===== src/common/msgPkg.sv =====
package msgPkg;

  // every stream word is one 32 bit word
  localparam int wordWidth = 32;

  // shift register depth of each FIFO as log2 and as word count
  localparam int fifoL2Depth = 5;
  localparam int fifoDepth   = 2 ** fifoL2Depth;

  // operation that asks for a checksum word after the payload
  localparam logic [7:0] opSum = 8'd1;

  // sum messages grow by one word so len must stay below 255
  localparam int maxSumLen = 254;

  // framer sequencer states
  localparam logic [1:0] stWaitHdr = 2'd0;  // next input word is a header
  localparam logic [1:0] stPayload = 2'd1;  // copying payload words
  localparam logic [1:0] stEmitSum = 2'd2;  // checksum word pending

  // header layout from msb to lsb
  typedef struct packed {
    logic [15:0] tag;  // opaque to the queue
    logic [7:0]  op;   // operation code
    logic [7:0]  len;  // payload words after this header
  } msgHeader_t;

  // a stream word seen as header or as raw payload
  typedef union packed {
    msgHeader_t             hdr;
    logic [wordWidth-1:0]   data;
  } msgWord_t;

endpackage


===== src/fifo/srlFifoD.sv =====
`timescale 1ns/100ps

// shift register FIFO with a one word output register in front of the reader
module srlFifoD (
  input  logic             CLK,
  input  logic             reset,
  input  logic             clr,    // synchronous flush
  input  logic             enq,
  input  logic             deq,
  input  msgPkg::msgWord_t dIn,
  output msgPkg::msgWord_t dOut,
  output logic             fullN,
  output logic             emptyN
);

  msgPkg::msgWord_t                 srl [msgPkg::fifoDepth];  // new words enter at srl[0]
  msgPkg::msgWord_t                 dReg;      // registered output word
  logic [msgPkg::fifoL2Depth:0]     pos;       // words held in srl
  logic [msgPkg::fifoL2Depth:0]     posNext;
  logic [msgPkg::fifoL2Depth-1:0]   headIdx;   // oldest word in srl
  logic                             sEmpty;    // srl holds nothing
  logic                             sFull;     // srl holds fifoDepth words
  logic                             dEmpty;    // output register holds nothing
  logic                             srlToReg;  // move oldest srl word into dReg

  // refill the output register when it is empty or being read out
  assign srlToReg = !sEmpty && (dEmpty || deq);

  // pos is never 0 when the head is read, and 32 wraps to index 31
  assign headIdx = pos[msgPkg::fifoL2Depth-1:0] - 1'b1;

  always_comb begin
    posNext = pos;
    if (enq && !srlToReg) begin
      posNext = pos + 1'b1;   // grow
    end else if (!enq && srlToReg) begin
      posNext = pos - 1'b1;   // shrink
    end
  end

  // control state
  always_ff @(posedge CLK) begin
    if (reset || clr) begin
      pos    <= '0;
      sEmpty <= 1'b1;
      sFull  <= 1'b0;
      dEmpty <= 1'b1;
    end else begin
      pos    <= posNext;
      sEmpty <= (posNext == '0);                 // flags look one cycle ahead
      sFull  <= (posNext == msgPkg::fifoDepth);
      if (srlToReg) begin
        dEmpty <= 1'b0;
      end else if (deq) begin
        dEmpty <= 1'b1;   // read out with nothing behind it
      end
    end
  end

  // storage
  always_ff @(posedge CLK) begin
    if (enq) begin
      for (int i = msgPkg::fifoDepth - 1; i > 0; i--) begin
        srl[i] <= srl[i-1];
      end
      srl[0] <= dIn;
    end
    if (srlToReg) dReg <= srl[headIdx];  // reads the pre-shift array
  end

  assign dOut   = dReg;
  assign fullN  = !sFull;
  assign emptyN = !dEmpty;

  // writer and reader must honor the registered flags
  enqWhileFull: assert property (@(posedge CLK) disable iff (reset || clr) enq |-> fullN)
    else $error("srlFifoD enq while full");

  deqWhileEmpty: assert property (@(posedge CLK) disable iff (reset || clr) deq |-> emptyN)
    else $error("srlFifoD deq while empty");

endmodule


===== src/source/msgFramer.sv =====
`timescale 1ns/100ps

// copies messages from the input FIFO to the output FIFO
// sum messages get len+1 in the header and a trailing checksum word
module msgFramer (
  input  logic             CLK,
  input  logic             reset,
  input  logic             clr,
  input  msgPkg::msgWord_t inWord,    // head of input FIFO
  input  logic             inEmptyN,
  output logic             inDeq,
  output msgPkg::msgWord_t outWord,   // word written to output FIFO
  input  logic             outFullN,
  output logic             outEnq
);

  logic [1:0]                    state;
  logic [1:0]                    stateNext;
  logic [7:0]                    remain;    // payload words still to copy
  logic                          isSum;     // current message gets a checksum
  logic [msgPkg::wordWidth-1:0]  sum;       // running payload sum mod 2^32
  logic                          hdrIsSum;  // header view says sum operation
  logic                          xfer;      // a word can cross this cycle

  assign hdrIsSum = (inWord.hdr.op == msgPkg::opSum);

  // a word moves only when there is one to take and room to put it
  assign xfer = inEmptyN && outFullN;

  // no input read while the checksum is being emitted
  assign inDeq  = (state != msgPkg::stEmitSum) && xfer;
  assign outEnq = (state == msgPkg::stEmitSum) ? outFullN : xfer;

  // output word in the same cycle as the input read
  always_comb begin
    outWord = inWord;   // payload and pass-through headers unchanged
    case (state)
      msgPkg::stWaitHdr: begin
        if (hdrIsSum) begin
          outWord.hdr.len = inWord.hdr.len + 8'd1;  // count the checksum word
        end
      end
      msgPkg::stEmitSum: begin
        outWord.data = sum;
      end
      default: begin
        outWord = inWord;
      end
    endcase
  end

  // sequencer
  always_comb begin
    stateNext = state;
    case (state)
      msgPkg::stWaitHdr: begin
        if (xfer) begin
          if (inWord.hdr.len != 8'd0) begin
            stateNext = msgPkg::stPayload;
          end else if (hdrIsSum) begin
            stateNext = msgPkg::stEmitSum;   // empty sum message still gets a zero sum
          end
        end
      end
      msgPkg::stPayload: begin
        if (xfer && remain == 8'd1) begin   // last payload word
          stateNext = isSum ? msgPkg::stEmitSum : msgPkg::stWaitHdr;
        end
      end
      msgPkg::stEmitSum: begin
        if (outFullN) stateNext = msgPkg::stWaitHdr;
      end
      default: begin
        stateNext = msgPkg::stWaitHdr;   // unused code recovers
      end
    endcase
  end

  always_ff @(posedge CLK) begin
    if (reset || clr) begin
      state <= msgPkg::stWaitHdr;
    end else begin
      state <= stateNext;
    end
  end

  // per message counters loaded from every header
  always_ff @(posedge CLK) begin
    if (state == msgPkg::stWaitHdr && xfer) begin
      remain <= inWord.hdr.len;
      isSum  <= hdrIsSum;
      sum    <= '0;
    end else if (state == msgPkg::stPayload && xfer) begin
      remain <= remain - 8'd1;
      sum    <= sum + inWord.data;   // wraps mod 2^32
    end
  end

  // the producer must keep sum messages short enough for len+1 to fit
  sumLenLimit: assert property (@(posedge CLK) disable iff (reset || clr)
      (state == msgPkg::stWaitHdr && inDeq && hdrIsSum)
      |-> (inWord.hdr.len <= msgPkg::maxSumLen))
    else $error("msgFramer sum message longer than maxSumLen");

endmodule


===== src/source/msgQueueTop.sv =====
`timescale 1ns/100ps

// producer -> input FIFO -> framer -> output FIFO -> consumer
module msgQueueTop (
  input  logic             CLK,
  input  logic             reset,
  input  logic             clr,      // flushes both FIFOs and the framer
  input  logic             enq,      // producer side
  input  msgPkg::msgWord_t dIn,
  output logic             fullN,
  input  logic             deq,      // consumer side
  output msgPkg::msgWord_t dOut,
  output logic             emptyN
);

  msgPkg::msgWord_t  inWord;     // input FIFO head
  logic              inEmptyN;
  logic              inDeq;
  msgPkg::msgWord_t  outWord;    // framed word into output FIFO
  logic              outEnq;
  logic              outFullN;

  // producer writes here, fullN back-pressures the producer
  srlFifoD u_inFifo (
    .CLK    (CLK),
    .reset  (reset),
    .clr    (clr),
    .enq    (enq),
    .deq    (inDeq),
    .dIn    (dIn),
    .dOut   (inWord),
    .fullN  (fullN),
    .emptyN (inEmptyN)
  );

  // stalls on empty input or full output
  msgFramer u_framer (
    .CLK      (CLK),
    .reset    (reset),
    .clr      (clr),
    .inWord   (inWord),
    .inEmptyN (inEmptyN),
    .inDeq    (inDeq),
    .outWord  (outWord),
    .outFullN (outFullN),
    .outEnq   (outEnq)
  );

  // consumer reads here
  srlFifoD u_outFifo (
    .CLK    (CLK),
    .reset  (reset),
    .clr    (clr),
    .enq    (outEnq),
    .deq    (deq),
    .dIn    (outWord),
    .dOut   (dOut),
    .fullN  (outFullN),
    .emptyN (emptyN)
  );

endmodule


===== config.mk =====
export PLATFORM = sky130hd
export DESIGN_NAME = msgQueueTop
export DESIGN_NICKNAME = d
export VERILOG_FILES = /design/src/common/msgPkg.sv /design/src/fifo/srlFifoD.sv /design/src/source/msgFramer.sv /design/src/source/msgQueueTop.sv
export SDC_FILE = /design/constraint.sdc
export NUM_CORES = 2
export LEC_CHECK = 0
export BUFFER_PORTS_ARGS = -buffer_cell sky130_fd_sc_hd__buf_2
export CORE_MARGIN = 1.5
export CORE_UTILIZATION = 41
export CTS_BUF_LIST = sky130_fd_sc_hd__clkbuf_2
export CTS_CLUSTER_DIAMETER = 80
export DETAILED_ROUTE_END_ITERATION = 8
export SYNTH_ARGS = -nofsm -noshare
export SYNTH_HDL_FRONTEND = slang
export SYNTH_SLANG_ARGS = --single-unit

===== constraint.sdc =====
create_clock -name CLK -period 31.8 [get_ports CLK]
set_clock_uncertainty 0.2 [all_clocks]
set_input_delay 1.59 -clock CLK [delete_from_list [all_inputs] [get_ports CLK]]
set_output_delay 1.59 -clock CLK [all_outputs]
set_load 0.1 [all_outputs]

==> impl_metrics.csv <==
group,metric,value,unit
worst_setup_path,crit_fanout,56,
clock_tree,cts-resized-gates,0,
sta,setup_slack,25.90,ns
worst_setup_path,worstSetupEndpointType,"register",
route,detail_route.iter0.violations,3409,
sta,rsz0062_at_grt,"no",
placed_design,port_buffers,70,
route,routedWlPerCell,20.39,µm
floorplan,dieHeight,455.8,µm
logic_synthesis,ys_async_sr_fraction,0,
logic_synthesis,ys_seq_area_frac,0.7701,
worst_setup_path,crit_type,"register to register",
worst_setup_path,startpoint_type,"register",
global_route,grt_pass1_wl,236.3,mm
logic_synthesis,synth_area,84050,µm²
logic_synthesis,yosysTopAreaCellShare,0.7577,
clock_tree,cts_made_buffers,568,
cells_and_area,fill_cells,17352,
sta,setup_viol,0,
job,cap_violations,0,
cells_and_area,final_core_util,0.4540,
worst_setup_path,path_cells,"inv_1 -> ha_4 -> buf_4 -> buf_4 -> buf_4 -> mux4_2 -> mux4_2 -> mux2_2",
route,finalWirelength,147.5,mm
worst_setup_path,path_common_cell,"buf_4",
placed_design,dp.final_hpwl,77.42,mm
worst_setup_path,reg2regPathDepth,8,
global_route,grt_usage,0.1428,
global_route,gr-total-overflow,0,
logic_synthesis,yosys-top-cells-area,"edfxtp_1 (76%), mux4_2 (17%), dfxtp_1 (1.2%)",
global_route,grt_max_degree,204,
worst_setup_path,crit_path_start,"u_outFifo.pos[0]",
logic_synthesis,synth-seq-cells,2173,
worst_setup_path,critPathSlowestCell,"ha_4",
worst_setup_path,crit_path_end,"u_outFifo.dOut[23]",
clock_tree,cts_sinks,2173,
route,ant_nets,0,
cells_and_area,syn_to_final_growth,10.29,%
route,dr.pass1.iters,6,
worst_setup_path,timing.rr.end,"u_outFifo.dOut[23]",
power,power,6.280,mW
power,irDropWorstVdd,40.55,µV
sta,min_period_over_period,0.1855,
logic_synthesis,yosysTopAreaCell,"edfxtp_1",
worst_setup_path,crit_family,"buffers and inverters",
floorplan,fp.dieArea,207700,µm²
floorplan,num_rows,166,
worst_setup_path,path_buf_inv,4,
logic_synthesis,yosysUniqueCellTypes,65,
logic_synthesis,syn-instance-count,3614,
sta,slew_headroom,0.1843,
logic_synthesis,ys.flop_type,"edfxtp_1",
min_path,hold_class,"register to register",
worst_setup_path,critical_path_arrival,7.09,ns
sta,tightest_slew,1.223,ns
floorplan,die_w,455.8,µm
cells_and_area,drive_gt1_frac,0.3761,
clock_tree,cts_tree,"built",
outcome,status,"complete, no violations",
worst_setup_path,max_stage_delay,0.81,ns
sta,maxSlewViolCount,0,
placed_design,post-place-ws,25.89,ns
global_route,antenna_found_initial,5,
floorplan,boundaryPins,71,
sta,finalHoldViolCount,0,
logic_synthesis,synth_edf_count,2121,
worst_setup_path,r2r_slack,25.90,ns
route,drc_errors,0,
clock_tree,post_cts_buffers,0,
global_route,first_global_vias,40919,
power,pwr_density_cell,67.74,nW/µm²
logic_synthesis,yosys_warnings,0,
cells_and_area,nets,4249,
sta,finalCriticalPeriod,5.898,ns
sta,setup_tns,0,ns
worst_setup_path,r2r-start,"u_outFifo.pos[0]",
worst_setup_path,critPathRequiredTime,33.00,ns
clock_tree,clk_pin_slew,0.10,ns
clock_tree,cts_htree_levels,6,
clock_tree,cts_hold_buffers,38,
clock_tree,clockBufferDepth,4,
clock_tree,insertion_delay,1.74,ns
power,p_leak,30.07,nW
logic_synthesis,synth_nets,3691,
route,vias,38291,
worst_setup_path,path_depth,8,
floorplan,core_area,204200,µm²
sta,fmax,169.5,MHz
logic_synthesis,avgSynthCellArea,23.26,µm²
clock_tree,cts_root_buf,"clkbuf_2",
route,post_drt_via_cell_ratio,5.295,
floorplan,start_util,0.4117,
placed_design,globalplace.congestion,0.7541,
[synthesized netlist by cell type (3+ instances only)]
cell type	n
o21ai_0	49
buf_2	51
a21o_1	14
a22oi_1	9
nor4_1	3
nor2_1	44
o22ai_1	5
nor2b_1	4
nor4b_1	3
buf_6	4
a22o_1	4
or2_2	4
mux4_2	640
xnor2_1	23
nand4_1	10
buf_4	15
buf_1	11
inv_1	29
clkbuf_1	93
nand2_1	148
o2111ai_1	3
nand2b_1	3
o21a_1	5
o211a_1	3
dfxtp_1	52
ha_1	39
a211oi_1	5
or3_1	4
mux2_2	64
o31ai_1	3
a31oi_1	8
edfxtp_1	2121
o211ai_1	3
nor3_1	15
a21oi_1	45
and3_1	5
xor2_1	24
nand3_1	10
o21ai_1	6
[power by group]
| group | internal (mW) | switching, mW | leakage [nW] | total (mW) |
|---|---|---|---|---|
| Clock | 0.742 | 1.10 | 3.73 | 1.85 |
| Combinational | 0.450 | 0.578 | 5.95 | 1.03 |
| Sequential | 3.32 | 0.0865 | 20.4 | 3.40 |
[cells by family after synthesis]
kind of cell	share of synthesized area
flops	0.7701
mux	0.1803
simple gates	0.01371
buf+inv	0.01090
compound gates	0.01364
xor+xnor	0.005284
fa+ha+maj	0.006044
[per-layer routing]
layer,vias up,part of all wire,track usage
met5,-,0,0
li1,16817,-,-
met1,20174,0.48,0.2141
met2,1038,0.45,0.2001
met4,0,0.022,0.05369
met3,262,0.053,0.03760
[state kept, by name (all words and copies together) (netlist names)]
signal,count
u_outFifo.sFull,1
u_framer.sum,32
u_outFifo.dEmpty,1
u_inFifo.dOut,32
u_inFifo.sFull,1
u_framer.isSum,1
u_framer.state,2
u_inFifo.pos,6
u_inFifo.sEmpty,1
u_outFifo.sEmpty,1
u_outFifo.dOut,32
u_inFifo.srl,1024
u_framer.remain,8
u_inFifo.dEmpty,1
u_outFifo.srl,1024
u_outFifo.pos,6
[layout make-up]
cell class,count,area [µm²],share of cell area
diodes,11,27.53,0.0002969
clock buffers,817,4089,0.04411
multi-input cells,1237,18530,0.1999
repair buffers,162,1184,0.01277
well taps,2688,3363,0.03628
clock inverters,114,649.4,0.007005
flip-flops and latches,2173,64740,0.6984
inverters,30,120.1,0.001296
[stage by stage]
stage | area [µm²] | hold WS, ns | std cells
floorplan | 84050 | 0.2207 | 3614
global placement | 87550 | 0.2231 | 6252
detailed placement | 87550 | 0.2271 | 6252
CTS | 92670 | 0.01131 | 7221
global route | 92700 | 0.04115 | 7231
finish | 92700 | 0.1583 | 7232
[layout by cell type, fill, tap and decap left out, types with 5 or more instances in the layout]
cell type,synthesis,layout
edfxtp_1,2121,2121
clkbuf_2,0,817
mux4_2,640,640
nand2_1,148,148
clkinv_1,1,85
buf_2,51,69
mux2_2,64,64
buf_4,15,51
dfxtp_1,52,50
o21ai_0,49,49
a21oi_1,45,45
nor2_1,44,42
dlygate4sd3_1,0,38
ha_1,39,37
inv_1,29,28
xor2_1,24,22
xnor2_1,23,21
nor3_1,15,15
a21o_1,14,14
inv_2,0,13
diode_2,0,11
nand4_1,10,10
nand3_1,10,10
a22oi_1,9,9
clkinv_2,0,9
a31oi_1,8,8
bufinv_16,0,8
o21ai_1,6,6
and3_1,5,5
o22ai_1,5,5
o21a_1,5,5
a211oi_1,5,5
[worst min-delay path by stage]
stage / endpoint / slack, ns / start / cells after the start
after global routing: u_inFifo.srl[0][31] / 0.04 / dIn[31] / 2
after detailed placement: u_inFifo.srl[18][26] / 0.23 / u_inFifo.srl[17][26] / 0
after floorplan: u_inFifo.srl[10][0] / 0.22 / u_inFifo.srl[9][0] / 0
final: u_outFifo.srl[14][21] / 0.16 / u_outFifo.srl[13][21] / 0
after global placement: u_outFifo.srl[6][5] / 0.22 / u_outFifo.srl[5][5] / 0
after CTS: u_inFifo.srl[0][30] / 0.01 / dIn[30] / 2
(Power assumes the default switching activity.)
